File: config.mk
export PLATFORM = sky130hd
export DESIGN_NAME = usb_host_top
export DESIGN_NICKNAME = d
export VERILOG_FILES = /design/src/hdl/max3421_pkg.sv /design/src/hdl/max3421_msg_rom.sv /design/src/hdl/max3421_spi.sv /design/src/hdl/host_sequencer.sv /design/src/hdl/usb_host_top.sv
export SDC_FILE = /design/constraint.sdc
export NUM_CORES = 1
export LEC_CHECK = 0
export ABC_AREA = 1
export BUFFER_PORTS_ARGS = -buffer_cell sky130_fd_sc_hd__buf_4
export CAP_MARGIN = 0
export CORE_MARGIN = 2
export CORE_UTILIZATION = 45
export CTS_CLUSTER_DIAMETER = 120
export DETAILED_ROUTE_END_ITERATION = 7
export PLACE_DENSITY = 0.63
export REMOVE_ABC_BUFFERS = 1
export SYNTH_ARGS = -nofsm -noshare
export SYNTH_HDL_FRONTEND = slang
export SYNTH_SLANG_ARGS = --single-unit
File: constraint.sdc
create_clock -name clk_in -period 2.9 [get_ports clk_in]
set_clock_uncertainty 0.15 [all_clocks]
set_input_delay 0.29 -clock clk_in [delete_from_list [all_inputs] [get_ports clk_in]]
set_output_delay 0.29 -clock clk_in [all_outputs]
set_load 0.02 [all_outputs]
File: src/hdl/max3421_pkg.sv
package max3421_pkg;

  // MAX3421E register numbers, shifted into bits 7:3 of the command byte
  typedef logic [4:0] reg_addr_t;

  localparam reg_addr_t REG_SUDFIFO = 5'd4;
  localparam reg_addr_t REG_RCVBC   = 5'd6;
  localparam reg_addr_t REG_USBIRQ  = 5'd13;
  localparam reg_addr_t REG_USBCTL  = 5'd15;
  localparam reg_addr_t REG_PINCTL  = 5'd17;
  localparam reg_addr_t REG_IOPINS1 = 5'd20;
  localparam reg_addr_t REG_HIRQ    = 5'd25;
  localparam reg_addr_t REG_HIEN    = 5'd26;
  localparam reg_addr_t REG_MODE    = 5'd27;
  localparam reg_addr_t REG_PERADDR = 5'd28;
  localparam reg_addr_t REG_HCTL    = 5'd29;
  localparam reg_addr_t REG_HXFR    = 5'd30;
  localparam reg_addr_t REG_HRSL    = 5'd31;

  // Direction bit of the command byte, set for a register write
  localparam int DIR_WRITE = 1;

  // Message bytes, command byte first
  typedef logic [7:0] msg_byte_t;
  localparam int MAX_MSG_BYTES = 9;
  typedef logic [3:0] msg_len_t;
  typedef msg_byte_t [MAX_MSG_BYTES-1:0] msg_bytes_t;

  // Every transaction the sequencer can issue
  typedef enum logic [4:0] {
    CMD_FULLDUPLEX,
    CMD_CHIP_RESET,
    CMD_CHIP_UNRESET,
    CMD_READ_USBIRQ,
    CMD_POWER,
    CMD_HOSTMODE,
    CMD_IRQ_ENABLE,
    CMD_SAMPLEBUS,
    CMD_BUSRESET,
    CMD_READ_HCTL,
    CMD_SOF,
    CMD_READ_HIRQ,
    CMD_SETUP_ADDR,
    CMD_HXFR_SETUP,
    CMD_CLEAR_HIRQ,
    CMD_HXFR_STATUS,
    CMD_READ_HRSL,
    CMD_WRITE_PERADDR
  } cmd_t;

  // HRSLT field of HRSL
  localparam logic [3:0] HRSLT_SUCCESS = 4'd0;
  localparam logic [3:0] HRSLT_NAK     = 4'd4;

  // Poll bits in the returned register value
  localparam int OSCOKIRQ_BIT = 0;
  localparam int BUSRST_BIT   = 0;
  localparam int FRAMEIRQ_BIT = 6;

  // Address handed to the device by SET_ADDRESS
  localparam msg_byte_t PERIPH_ADDR = 8'd1;

  // Delays in clk_in cycles
  typedef logic [20:0] wait_count_t;
  localparam wait_count_t SETTLE_CYCLES     = 21'd1_250_000;
  localparam wait_count_t SOF_SETTLE_CYCLES = 21'd120_000;
  localparam wait_count_t FIFO_GAP_CYCLES   = 21'd10;
  localparam wait_count_t XFR_WAIT_CYCLES   = 21'd20;
  localparam wait_count_t STATUS_GAP_CYCLES = 21'd10;
  localparam wait_count_t ADDR_REST_CYCLES  = 21'd190_000;

  // SPI clocking, clk_in cycles per SCLK half period
  localparam int SPI_HALF_CYCLES = 8;
  typedef logic [$clog2(SPI_HALF_CYCLES)-1:0] half_count_t;
  localparam half_count_t HALF_LAST = half_count_t'(SPI_HALF_CYCLES - 1);

  // Minimum n_ss high time between frames
  typedef logic [$clog2(2 * SPI_HALF_CYCLES + 1)-1:0] gap_count_t;
  localparam gap_count_t SPI_GAP_CYCLES = gap_count_t'(2 * SPI_HALF_CYCLES);

endpackage

File: src/hdl/max3421_msg_rom.sv
`timescale 1ns/1ns

module max3421_msg_rom (
  input  max3421_pkg::cmd_t       cmd,
  output max3421_pkg::msg_bytes_t msg,
  output max3421_pkg::msg_len_t   msg_len
);
  import max3421_pkg::*;

  // Register number in bits 7:3, direction flag below it
  function automatic msg_byte_t cmd_byte(input reg_addr_t addr, input logic write);
    msg_byte_t b;
    b = {addr, 3'b000};
    b[DIR_WRITE] = write;
    return b;
  endfunction

  // Two byte register write
  function automatic msg_bytes_t write_msg(input reg_addr_t addr, input msg_byte_t data);
    msg_bytes_t m;
    m = '0;
    m[0] = cmd_byte(addr, 1'b1);
    m[1] = data;
    return m;
  endfunction

  // Register read, the second byte only clocks the value back
  function automatic msg_bytes_t read_msg(input reg_addr_t addr);
    msg_bytes_t m;
    m = '0;
    m[0] = cmd_byte(addr, 1'b0);
    return m;
  endfunction

  always_comb begin
    msg = '0;
    msg_len = 4'd2;
    case (cmd)
      // FDUPSPI and POSINT
      CMD_FULLDUPLEX:    msg = write_msg(REG_PINCTL, 8'h14);
      // CHIPRES set, then cleared
      CMD_CHIP_RESET:    msg = write_msg(REG_USBCTL, 8'h20);
      CMD_CHIP_UNRESET:  msg = write_msg(REG_USBCTL, 8'h00);
      CMD_READ_USBIRQ:   msg = read_msg(REG_USBIRQ);
      // GPOUT0 switches VBUS on
      CMD_POWER:         msg = write_msg(REG_IOPINS1, 8'h01);
      // DPPULLDN, DMPULLDN, SEPIRQ, HOST
      CMD_HOSTMODE:      msg = write_msg(REG_MODE, 8'hD9);
      CMD_IRQ_ENABLE:    msg = write_msg(REG_HIEN, 8'h60);
      CMD_SAMPLEBUS:     msg = write_msg(REG_HCTL, 8'h04);
      CMD_BUSRESET:      msg = write_msg(REG_HCTL, 8'h01);
      CMD_READ_HCTL:     msg = read_msg(REG_HCTL);
      // Same MODE value again, SOFKAENAB stays with host mode
      CMD_SOF:           msg = write_msg(REG_MODE, 8'hD9);
      CMD_READ_HIRQ:     msg = read_msg(REG_HIRQ);
      CMD_SETUP_ADDR: begin
        // SET_ADDRESS request, bRequest 0x05, wValue holds the address
        msg[0] = cmd_byte(REG_SUDFIFO, 1'b1);
        msg[2] = 8'h05;
        msg[3] = PERIPH_ADDR;
        msg_len = 4'd9;
      end
      // SETUP token, then the HS-IN handshake
      CMD_HXFR_SETUP:    msg = write_msg(REG_HXFR, 8'h10);
      CMD_CLEAR_HIRQ:    msg = write_msg(REG_HIRQ, 8'hE0);
      CMD_HXFR_STATUS:   msg = write_msg(REG_HXFR, 8'h80);
      CMD_READ_HRSL:     msg = read_msg(REG_HRSL);
      CMD_WRITE_PERADDR: msg = write_msg(REG_PERADDR, PERIPH_ADDR);
      default:           msg = '0;
    endcase
  end

endmodule

File: src/hdl/max3421_spi.sv
`timescale 1ns/1ns

module max3421_spi (
  input  logic                    clk_in,
  input  logic                    rst_in,
  input  logic                    spi_start,
  input  max3421_pkg::msg_bytes_t msg,
  input  max3421_pkg::msg_len_t   msg_len,
  input  logic                    miso,
  output logic                    sclk,
  output logic                    mosi,
  output logic                    n_ss,
  output logic                    spi_done,
  output max3421_pkg::msg_byte_t  rx_status,
  output max3421_pkg::msg_byte_t  rx_value
);
  import max3421_pkg::*;

  // Message held from the start pulse
  msg_bytes_t  msg_q;
  msg_len_t    len_q;

  // Frame control
  logic        busy;
  logic        tail;
  half_count_t half_cnt;
  logic [2:0]  bit_cnt;
  msg_len_t    byte_idx;

  // Shift registers
  msg_byte_t   tx_shift;
  msg_byte_t   rx_shift;

  msg_len_t    next_idx;
  msg_byte_t   next_byte;
  logic        half_end;
  logic        last_byte;

  assign next_idx  = byte_idx + 1'b1;
  // Past the end of the array only on the last byte of a full message
  assign next_byte = (next_idx < MAX_MSG_BYTES) ? msg_q[next_idx] : '0;
  assign half_end  = (half_cnt == HALF_LAST);
  assign last_byte = (next_idx == len_q);

  always_ff @(posedge clk_in) begin
    if (rst_in) begin
      busy     <= 1'b0;
      tail     <= 1'b0;
      n_ss     <= 1'b1;
      sclk     <= 1'b0;
      mosi     <= 1'b0;
      spi_done <= 1'b0;
      half_cnt <= '0;
      bit_cnt  <= '0;
      byte_idx <= '0;
    end else begin
      spi_done <= 1'b0;
      if (!busy) begin
        if (spi_start) begin
          // Select the chip and put the first bit out before any clock
          busy     <= 1'b1;
          n_ss     <= 1'b0;
          sclk     <= 1'b0;
          mosi     <= msg[0][7];
          half_cnt <= '0;
          bit_cnt  <= '0;
          byte_idx <= '0;
        end
      end else if (tail) begin
        // One hold cycle after the last falling edge, then deselect
        busy     <= 1'b0;
        tail     <= 1'b0;
        n_ss     <= 1'b1;
        spi_done <= 1'b1;
      end else begin
        half_cnt <= half_end ? '0 : half_cnt + 1'b1;
        if (half_end) begin
          sclk <= ~sclk;
          // Falling edge, move MOSI to the next bit
          if (sclk) begin
            bit_cnt <= bit_cnt + 1'b1;
            if (bit_cnt == 3'd7) begin
              byte_idx <= next_idx;
              if (last_byte) begin
                tail <= 1'b1;
                mosi <= 1'b0;
              end else begin
                mosi <= next_byte[7];
              end
            end else begin
              mosi <= tx_shift[6];
            end
          end
        end
      end
    end
  end

  // Data path, no reset needed
  always_ff @(posedge clk_in) begin
    if (!busy && spi_start) begin
      msg_q    <= msg;
      len_q    <= msg_len;
      tx_shift <= msg[0];
    end else if (busy && !tail && half_end) begin
      if (!sclk) begin
        // Rising edge, MISO sampled MSB first
        rx_shift <= {rx_shift[6:0], miso};
      end else if (bit_cnt == 3'd7) begin
        tx_shift <= next_byte;
        // First byte back is the chip status, second the register value
        if (byte_idx == 4'd0) begin
          rx_status <= rx_shift;
        end
        if (byte_idx == 4'd1) begin
          rx_value <= rx_shift;
        end
      end else begin
        tx_shift <= tx_shift << 1;
      end
    end
  end

endmodule

File: src/hdl/host_sequencer.sv
`timescale 1ns/1ns

module host_sequencer (
  input  logic                   clk_in,
  input  logic                   rst_in,
  input  logic                   spi_done,
  input  max3421_pkg::msg_byte_t rx_status,
  input  max3421_pkg::msg_byte_t rx_value,
  output max3421_pkg::cmd_t      cmd,
  output logic                   spi_start,
  output logic                   n_rst,
  output logic [15:0]            bytes_out
);
  import max3421_pkg::*;

  typedef enum logic [4:0] {
    S_BOOT,
    S_FULLDUPLEX,
    S_CHIP_RESET,
    S_CHIP_UNRESET,
    S_OSC_POLL,
    S_POWER,
    S_HOSTMODE,
    S_IRQ_ENABLE,
    S_SAMPLEBUS,
    S_SETTLE,
    S_BUSRESET,
    S_BUSRESET_POLL,
    S_SETTLE_2,
    S_SOF,
    S_SOF_POLL,
    S_SOF_SETTLE,
    S_SETUP_LOAD,
    S_FIFO_GAP,
    S_HXFR_SETUP,
    S_XFR_WAIT,
    S_CLEAR_SETUP,
    S_HXFR_STATUS,
    S_STATUS_GAP,
    S_READ_HRSL,
    S_CLEAR_STATUS,
    S_ADDR_REST,
    S_PERADDR,
    S_IDLE
  } state_t;

  state_t      state;
  // Shared delay counter for all timer states
  wait_count_t wait_cnt;
  // Set on entry to a transaction state, cleared once the start goes out
  logic        launch;
  // Keeps n_ss high long enough between frames
  gap_count_t  gap_cnt;

  // Message for the current state
  always_comb begin
    case (state)
      S_CHIP_RESET:    cmd = CMD_CHIP_RESET;
      S_CHIP_UNRESET:  cmd = CMD_CHIP_UNRESET;
      S_OSC_POLL:      cmd = CMD_READ_USBIRQ;
      S_POWER:         cmd = CMD_POWER;
      S_HOSTMODE:      cmd = CMD_HOSTMODE;
      S_IRQ_ENABLE:    cmd = CMD_IRQ_ENABLE;
      S_SAMPLEBUS:     cmd = CMD_SAMPLEBUS;
      S_BUSRESET:      cmd = CMD_BUSRESET;
      S_BUSRESET_POLL: cmd = CMD_READ_HCTL;
      S_SOF:           cmd = CMD_SOF;
      S_SOF_POLL:      cmd = CMD_READ_HIRQ;
      S_SETUP_LOAD:    cmd = CMD_SETUP_ADDR;
      S_HXFR_SETUP:    cmd = CMD_HXFR_SETUP;
      S_CLEAR_SETUP,
      S_CLEAR_STATUS:  cmd = CMD_CLEAR_HIRQ;
      S_HXFR_STATUS:   cmd = CMD_HXFR_STATUS;
      S_READ_HRSL:     cmd = CMD_READ_HRSL;
      S_PERADDR:       cmd = CMD_WRITE_PERADDR;
      default:         cmd = CMD_FULLDUPLEX;
    endcase
  end

  always_ff @(posedge clk_in) begin
    if (rst_in) begin
      state     <= S_BOOT;
      wait_cnt  <= '0;
      launch    <= 1'b0;
      gap_cnt   <= SPI_GAP_CYCLES;
      spi_start <= 1'b0;
      n_rst     <= 1'b0;
      bytes_out <= '0;
    end else begin
      spi_start <= 1'b0;
      // Reload the deselect gap at the end of every frame
      if (spi_done) begin
        gap_cnt <= SPI_GAP_CYCLES;
      end else if (gap_cnt != '0) begin
        gap_cnt <= gap_cnt - 1'b1;
      end
      if (launch && gap_cnt == '0) begin
        spi_start <= 1'b1;
        launch    <= 1'b0;
      end

      case (state)
        // Release the chip reset pin, then start the power-up writes
        S_BOOT: begin
          n_rst  <= 1'b1;
          state  <= S_FULLDUPLEX;
          launch <= 1'b1;
        end
        S_FULLDUPLEX: if (spi_done) begin
          state  <= S_CHIP_RESET;
          launch <= 1'b1;
        end
        S_CHIP_RESET: if (spi_done) begin
          state  <= S_CHIP_UNRESET;
          launch <= 1'b1;
        end
        S_CHIP_UNRESET: if (spi_done) begin
          state  <= S_OSC_POLL;
          launch <= 1'b1;
        end
        // Oscillator must be running before host mode sticks
        S_OSC_POLL: if (spi_done) begin
          if (rx_value[OSCOKIRQ_BIT]) begin
            state <= S_POWER;
          end
          launch <= 1'b1;
        end
        S_POWER: if (spi_done) begin
          state  <= S_HOSTMODE;
          launch <= 1'b1;
        end
        S_HOSTMODE: if (spi_done) begin
          state  <= S_IRQ_ENABLE;
          launch <= 1'b1;
        end
        S_IRQ_ENABLE: if (spi_done) begin
          state  <= S_SAMPLEBUS;
          launch <= 1'b1;
        end
        S_SAMPLEBUS: if (spi_done) begin
          state <= S_SETTLE;
        end
        // Bus settle before the reset
        S_SETTLE: if (wait_cnt == SETTLE_CYCLES) begin
          wait_cnt <= '0;
          state    <= S_BUSRESET;
          launch   <= 1'b1;
        end else begin
          wait_cnt <= wait_cnt + 1'b1;
        end
        S_BUSRESET: if (spi_done) begin
          state  <= S_BUSRESET_POLL;
          launch <= 1'b1;
        end
        // BUSRST self-clears when the chip finishes the reset
        S_BUSRESET_POLL: if (spi_done) begin
          if (!rx_value[BUSRST_BIT]) begin
            state <= S_SETTLE_2;
          end else begin
            launch <= 1'b1;
          end
        end
        S_SETTLE_2: if (wait_cnt == SETTLE_CYCLES) begin
          wait_cnt <= '0;
          state    <= S_SOF;
          launch   <= 1'b1;
        end else begin
          wait_cnt <= wait_cnt + 1'b1;
        end
        S_SOF: if (spi_done) begin
          state  <= S_SOF_POLL;
          launch <= 1'b1;
        end
        // Wait for the first frame
        S_SOF_POLL: if (spi_done) begin
          bytes_out <= {rx_status, rx_value};
          if (rx_value[FRAMEIRQ_BIT]) begin
            state <= S_SOF_SETTLE;
          end else begin
            launch <= 1'b1;
          end
        end
        S_SOF_SETTLE: if (wait_cnt == SOF_SETTLE_CYCLES) begin
          wait_cnt <= '0;
          state    <= S_SETUP_LOAD;
          launch   <= 1'b1;
        end else begin
          wait_cnt <= wait_cnt + 1'b1;
        end
        // SET_ADDRESS control transfer
        S_SETUP_LOAD: if (spi_done) begin
          state <= S_FIFO_GAP;
        end
        S_FIFO_GAP: if (wait_cnt == FIFO_GAP_CYCLES) begin
          wait_cnt <= '0;
          state    <= S_HXFR_SETUP;
          launch   <= 1'b1;
        end else begin
          wait_cnt <= wait_cnt + 1'b1;
        end
        S_HXFR_SETUP: if (spi_done) begin
          state <= S_XFR_WAIT;
        end
        // Device response time to the SETUP token
        S_XFR_WAIT: if (wait_cnt == XFR_WAIT_CYCLES) begin
          wait_cnt <= '0;
          state    <= S_CLEAR_SETUP;
          launch   <= 1'b1;
        end else begin
          wait_cnt <= wait_cnt + 1'b1;
        end
        S_CLEAR_SETUP: if (spi_done) begin
          state  <= S_HXFR_STATUS;
          launch <= 1'b1;
        end
        S_HXFR_STATUS: if (spi_done) begin
          state <= S_STATUS_GAP;
        end
        S_STATUS_GAP: if (wait_cnt == STATUS_GAP_CYCLES) begin
          wait_cnt <= '0;
          state    <= S_READ_HRSL;
          launch   <= 1'b1;
        end else begin
          wait_cnt <= wait_cnt + 1'b1;
        end
        // NAK resends the handshake, any other failure reads again
        S_READ_HRSL: if (spi_done) begin
          bytes_out <= {rx_status, rx_value};
          launch    <= 1'b1;
          if (rx_value[3:0] == HRSLT_SUCCESS) begin
            state <= S_CLEAR_STATUS;
          end else if (rx_value[3:0] == HRSLT_NAK) begin
            state <= S_HXFR_STATUS;
          end
        end
        S_CLEAR_STATUS: if (spi_done) begin
          state <= S_ADDR_REST;
        end
        // Recovery time the device gets before the new address applies
        S_ADDR_REST: if (wait_cnt == ADDR_REST_CYCLES) begin
          wait_cnt <= '0;
          state    <= S_PERADDR;
          launch   <= 1'b1;
        end else begin
          wait_cnt <= wait_cnt + 1'b1;
        end
        S_PERADDR: if (spi_done) begin
          state <= S_IDLE;
        end
        default: state <= S_IDLE;
      endcase
    end
  end

endmodule

File: src/hdl/usb_host_top.sv
`timescale 1ns/1ns

module usb_host_top (
  input  logic        clk_in,
  input  logic        rst_in,
  input  logic        miso,
  output logic        n_rst,
  output logic        n_ss,
  output logic        sclk,
  output logic        mosi,
  output logic [15:0] bytes_out
);
  import max3421_pkg::*;

  // Sequencer to message table
  cmd_t       cmd;
  msg_bytes_t msg;
  msg_len_t   msg_len;

  // Sequencer to SPI master
  logic       spi_start;
  logic       spi_done;
  msg_byte_t  rx_status;
  msg_byte_t  rx_value;

  host_sequencer seq_i (
    .clk_in    (clk_in),
    .rst_in    (rst_in),
    .spi_done  (spi_done),
    .rx_status (rx_status),
    .rx_value  (rx_value),
    .cmd       (cmd),
    .spi_start (spi_start),
    .n_rst     (n_rst),
    .bytes_out (bytes_out)
  );

  max3421_msg_rom rom_i (
    .cmd     (cmd),
    .msg     (msg),
    .msg_len (msg_len)
  );

  // Chip SPI port, mode 0
  max3421_spi spi_i (
    .clk_in    (clk_in),
    .rst_in    (rst_in),
    .spi_start (spi_start),
    .msg       (msg),
    .msg_len   (msg_len),
    .miso      (miso),
    .sclk      (sclk),
    .mosi      (mosi),
    .n_ss      (n_ss),
    .spi_done  (spi_done),
    .rx_status (rx_status),
    .rx_value  (rx_value)
  );

endmodule

==> impl_metrics.yaml, run 1 <==
run_status:
  status: "completed"
cells_and_area:
  layout-drive-gt1-share: 0.1784
  fin_area_sq_mm: 0.007481
  area_growth_pct: 18.23
  final_nets: 915
  antenna_cells: 0
setup_path:
  cp.arrival_ns: 2.94
  r2r_setup_slack_ns: 0.16
  ff2ff_path_depth: 14
  cp-end-kind: "flip-flop"
  reg2reg_to: "seq_i.cmd[1]$_DFF_P_"
  r2r-start: "seq_i.state[1]$_SDFFE_PP0N_"
  cp.required_ns: 3.10
  crit_start: "seq_i.state[1]$_SDFFE_PP0N_"
  criticalPathCategory: "flip-flop to flip-flop"
  cp_max_fo: 7
  cp-start-kind: "flip-flop"
global_routing:
  grt_overflow: 0
  grt_max_degree: 22
  grt_pass1_vias: 5352
  grt_pass1_wl_microns: 25320
  track_usage: 0.2148
  antenna_found_initial: 0
timing:
  drv_slew: 0
  worst_slew_pin_slew_ns: 0.4855
  max_clock_freq_mhz: 365.6
  fin_crit_ns: 2.736
  relSlewSlack: 0.6738
  setup_violations: 0
  holdWs_ns: 0.2021
  tns_ns: 0
  hold_violations: 0
  finalCritPeriodShare: 0.9433
logic_synthesis:
  synth_area_leaders: "dfxtp_1 (22%), edfxtp_1 (22%), nand2_1 (11%)"
  syn_area_per_cell_sq_um: 7.453
  yosysUniqueCellTypes: 52
  synth_edf_count: 46
  synthFlopType: "dfxtp_1"
  yosysMostFrequentCell: "nand2_1"
  synth-seq-cells: 117
  seq_area_frac_synth: 0.4430
  synthDominantCellAreaShare: 0.2246
  syn_inst: 849
  ys_top_cells_by_count: "nand2_1 (184), nor2_1 (148), inv_1 (90)"
  synthArstFlopShare: 0
  yosys_warnings: 0
  yosysTopAreaCell: "dfxtp_1"
  netlist_area_sq_mm: 0.006327
power:
  power.internal_uw: 3859
  p_per_area_mw_per_mm2: 857.3
  peakVddDrop_mv: 0.6142
  power.share.clock: 0.298
  switching_share: 0.3983
  leakage_uw: 0.003205
  pwr-share-seq: 0.313
  power_switching_uw: 2554
  power_uw: 6414
  combPwrFrac: 0.389
cts:
  clock_tree.buffer_depth: 2
  cts_tree: "done"
  clockRootBuffer: "clkbuf_16"
  clkTransAtPathRegs_ns: 0.06
  clk_latency_ns: 0.42
  cts_made_buffers: 17
  cts_sinks: 117
  htreeDepth: 4
min_path:
  hold_class: "input port to flip-flop"
  hp-start: "rst_in"
  holdPathStages: 4
  holdPathEnd: "seq_i.state[1]$_SDFFE_PP0N_"
die:
  dieHeight_microns: 122.6
  chipWidth_microns: 122.6
  fp.dieArea_sq_mm: 0.01502
  start_util: 0.4576
  core-area_sq_mm: 0.01383
  io_pins: 23
  rows: 43
route:
  wl_microns: 15220
  avgRoutedWirePerCell_microns: 13.99
  drc: 0
  ant_nets: 0
  vias: 5667
  vias_per_cell: 5.209
  dr.pass1.iters: 5
  first_iter_violations: 538
placed_design:
  gp_congestion: 0.9604
  place_area_sq_mm: 0.006770
  place_hpwl_microns: 11170
  io_buffers: 22
flow_run:
  max_cap_viol_count: 0
-- how the worst max path moves through the flow --
stage / end / slack, ns / cells past startpoint
after detailed placement: seq_i.cmd[1]$_DFF_P_ / 0.01 / 14
after CTS: seq_i.cmd[3]$_DFF_P_ / 0.04 / 18
after floorplan: seq_i.cmd[3]$_DFF_P_ / 0.42 / 17
after global placement: seq_i.cmd[3]$_DFF_P_ / -0.13 / 14
after global routing: seq_i.cmd[1]$_DFF_P_ / -0.02 / 17
final: seq_i.cmd[1]$_DFF_P_ / 0.16 / 14
-- cell families after synthesis --
kind of cell,synth area share
XOR/XNOR,0.01107
buffers and inverters,0.07534
multiplexers,0.001582
AO/OA/AOI/OAI,0.1030
flip-flops,0.4429
adder cells (fa/ha/maj),0.03362
AND/OR/NAND/NOR,0.3324
-- sequential cells by signal, summed over array words and instances, names as in the netlist, 3 cells and up --
name	cells
seq_i.bytes_out	16
seq_i.cmd	5
seq_i.gap_cnt	5
seq_i.state	5
seq_i.wait_cnt	21
spi_i.bit_cnt	3
spi_i.byte_idx	4
spi_i.half_cnt	3
spi_i.msg_q	14
spi_i.rx_shift	8
spi_i.rx_status	8
spi_i.rx_value	8
spi_i.tx_shift	7
-- critical path: stages, from the launching register on --
cell	delay, ns
dfxtp_2	0.40
inv_1	0.16
nor2_2	0.20
nand2_1	0.18
nor2_2	0.18
a21oi_1	0.07
nand3_1	0.16
o21ai_0	0.16
nor2_2	0.20
nor2_4	0.06
ha_1	0.31
nand3b_1	0.19
nand3_1	0.09
nand3_1	0.08
nand2_1	0.07
-- cell type report --
class | instances | area, sq um
tap | 180 | 225.2
multi-input combinational | 611 | 3176
sequential | 117 | 2816
fill | 1331 | 6346
clock buffer | 19 | 442.9
clock inverter | 13 | 98.84
inverter | 105 | 396.6
timing repair buffer | 43 | 325.3
-- timing repair --
action | CTS | global route
pin swaps | 0 | 6
gates resized for setup | 1 | 49
hold endpoints to repair | 1 | 0
setup buffers | 0 | 2
hold buffers | 1 | 0
endpoints found under the setup margin | 2 | 4
-- per-stage QoR --
stage	utilization	cells	worst slack (ns)
finish	0.5410	1088	0.1645
global route	0.5410	1088	-0.02274
CTS	0.5297	1086	0.04451
detailed placement	0.4896	1053	0.01288
global placement	0.4896	1053	-0.1260
floorplan	-	833	0.4175
-- routing by layer --
layer  global-route usage  wire [microns]  part of all wire
met5                    0               0                 0
met4              0.08405             396             0.026
met3              0.05158             646             0.042
met2               0.3344            6980              0.46
met1               0.2885            7197              0.47
-- cells in the final DEF, fill, tap and decap left out, types with 5 or more instances in the layout --
cell type	netlist	routed
nand4_1	11	11
nor3_1	21	20
nor2_4	4	12
buf_4	1	42
clkbuf_16	0	17
nand2_1	184	180
nand3_1	60	58
o21ai_0	36	36
nand3_2	4	5
xor2_1	5	5
inv_2	14	15
edfxtp_1	46	46
nand2_2	7	11
nor2_2	9	18
a21oi_1	49	49
dfxtp_2	0	11
ha_1	17	16
inv_1	90	88
a211oi_1	5	5
nor4_1	7	7
dfxtp_1	71	60
nor2_1	148	131
-- power groups by stage --
stage          registers (uW)  clock network (uW)  logic, uW
4_1_cts                  2000                1950       2330
5_1_grt                  2030                2030       2820
6_report                 2010                1910       2490
2_1_floorplan            2020                   0       1740
3_5_place_dp             2030                   0       2320
3_3_place_gp             2040                   0       2350
(Power assumes the default switching activity.)
==> run 2, diff against run 1 <==
--- a/config.mk
+++ b/config.mk
@@ -10,6 +10,7 @@
 export CAP_MARGIN = 0
 export CORE_MARGIN = 2
 export CORE_UTILIZATION = 45
+export CTS_BUF_LIST = sky130_fd_sc_hd__clkbuf_2 sky130_fd_sc_hd__clkbuf_4 sky130_fd_sc_hd__clkbuf_8
 export CTS_CLUSTER_DIAMETER = 120
 export DETAILED_ROUTE_END_ITERATION = 7
 export PLACE_DENSITY = 0.63
==> impl_metrics.yaml, run 2 (synthesized netlist as in run 1, its figures left out) <==
timing:
  fin_crit_ns: 2.712
  hold_violations: 0
  drv_slew: 0
  finalCritPeriodShare: 0.9350
  worst_slew_pin_slew_ns: 0.4931
  max_clock_freq_mhz: 368.8
  relSlewSlack: 0.6709
  holdWs_ns: 0.1272
  setup_violations: 0
  fin_ws_ns: 0.1885
  tns_ns: 0
setup_path:
  crit_buf_inv: 1
  cp.required_ns: 3.14
  path_cells: "inv_1 > nor2_4 > nand3_1 > nand3_1 > nor2_1 > nor2_2 > nor2_4 > nand3_4 > nand2_1 > nand2_2 > nor2_4 > ha_1 > nand3b_1 > nand3_1 > nand3_1 > nand2_1"
  path_delay_family: "simple AND/OR/NAND/NOR gates"
  cp_slowest_cell: "dfxtp_2"
  cp_max_fo: 8
  crit_top_cell: "nand3_1"
  cp-end-kind: "flip-flop"
  cp.arrival_ns: 2.95
  cp-start-kind: "flip-flop"
  max_stage_delay_ns: 0.37
  criticalPathCategory: "flip-flop to flip-flop"
cells_and_area:
  largest_reg_flops: 21
  layout-drive-gt1-share: 0.1872
  final_nets: 915
  fillers: 1359
  final_core_util: 0.5287
  layout_common_cells: "nand2_1 (178), nor2_1 (129), inv_1 (87)"
  antenna_cells: 0
  reg_top3: "seq_i.wait_cnt: 21 flops, seq_i.bytes_out: 16 flops, spi_i.msg_q: 14 flops"
  ff_latch_area_sq_mm: 0.002819
  multi_input_area_sq_mm: 0.003191
  top_register: "seq_i.wait_cnt"
  area_growth_pct: 15.54
  layout_commonest_cell: "nand2_1"
power:
  leakage_uw: 0.003122
  pwr-share-seq: 0.343
  peakVddDrop_mv: 0.5985
  power.internal_uw: 3372
  power_uw: 5871
  switching_share: 0.4255
  power.share.clock: 0.230
  p_per_area_mw_per_mm2: 803.0
  combPwrFrac: 0.427
  power_switching_uw: 2498
die:
  dieHeight_microns: 122.6
  io_pins: 23
  fp.dieArea_sq_mm: 0.01502
  start_util: 0.4576
  core-area_sq_mm: 0.01383
  chipWidth_microns: 122.6
  rows: 43
placed_design:
  io_buffers: 22
  gp_congestion: 0.9604
  dpl_worst_slack_ns: 0.01288
  place_hpwl_microns: 11170
min_path:
  hold_class: "input port to flip-flop"
route:
  vias_per_cell: 5.188
  ant_nets: 0
  dr.pass1.iters: 6
  wl_microns: 15080
  avgRoutedWirePerCell_microns: 13.86
  vias: 5645
  first_iter_violations: 479
  drc: 0
global_routing:
  track_usage: 0.2130
  grt_pass1_vias: 5310
  grt_overflow: 0
  grt_pass1_wl_microns: 25010
  grt_max_degree: 22
  antenna_found_initial: 0
cts:
  clk_latency_ns: 0.45
  clkTransAtPathRegs_ns: 0.07
  htreeDepth: 4
  cts_made_buffers: 17
  cts_tree: "done"
  cts_sinks: 117
  clockRootBuffer: "clkbuf_8"
  clock_tree.buffer_depth: 2
flow_run:
  max_cap_viol_count: 0
run_status:
  status: "completed"
[run 2: worst paths after layout]
path	from	end	slack, ns	cells past startpoint
worst min register to register	seq_i.gap_cnt[4]$_SDFFE_PP1N_	seq_i.gap_cnt[4]$_SDFFE_PP1N_	0.29	2
worst min-delay path	rst_in	seq_i.state[1]$_SDFFE_PP0N_	0.13	4
worst max register to register	seq_i.state[1]$_SDFFE_PP0N_	seq_i.cmd[1]$_DFF_P_	0.19	16
worst max-delay path	seq_i.state[1]$_SDFFE_PP0N_	seq_i.cmd[1]$_DFF_P_	0.19	16
[run 2: through the flow]
step | cell area (sq um) | instances
floorplan | 6245 | 833
finish | 7311 | 1088
global route | 7311 | 1088
global placement | 6770 | 1053
CTS | 7137 | 1086
detailed placement | 6770 | 1053
[run 2: cell type report]
type,instances,share of cell area
Clock buffer,19,0.03491
Clock inverter,13,0.01352
Timing Repair Buffer,43,0.04450
Inverter,105,0.05425
Multi-Input combinational cell,611,0.4364
Tap cell,180,0.03081
Sequential cell,117,0.3856
[run 2: power groups by stage]
| stage | clock network (uW) | registers, uW | logic (uW) |
|---|---|---|---|
| 2_1_floorplan | 0 | 2020 | 1740 |
| 3_3_place_gp | 0 | 2040 | 2350 |
| 4_1_cts | 1380 | 2000 | 2330 |
| 6_report | 1350 | 2010 | 2500 |
| 3_5_place_dp | 0 | 2030 | 2320 |
| 5_1_grt | 1450 | 2040 | 2830 |
[run 2: tightest hold or removal path: stages]
cell and delay, ns:
buf_4 0.08, inv_1 0.12, nand2_2 0.14, nor2_1 0.04
[run 2: layer usage]
metal  track usage  vias up  share of wire
met5             0        -              0
met2        0.3319      158           0.45
li1              -     2880              -
met1        0.2843     2566           0.47
met4       0.07974        0          0.026
met3       0.05576       41          0.050
[run 2: timing repair]
item | CTS | global route
endpoints found under the hold margin | 1 | 0
gates resized for setup | 1 | 57
pin swaps | 0 | 7
setup endpoints to repair | 2 | 4
hold buffers | 1 | 0
setup buffers | 0 | 2
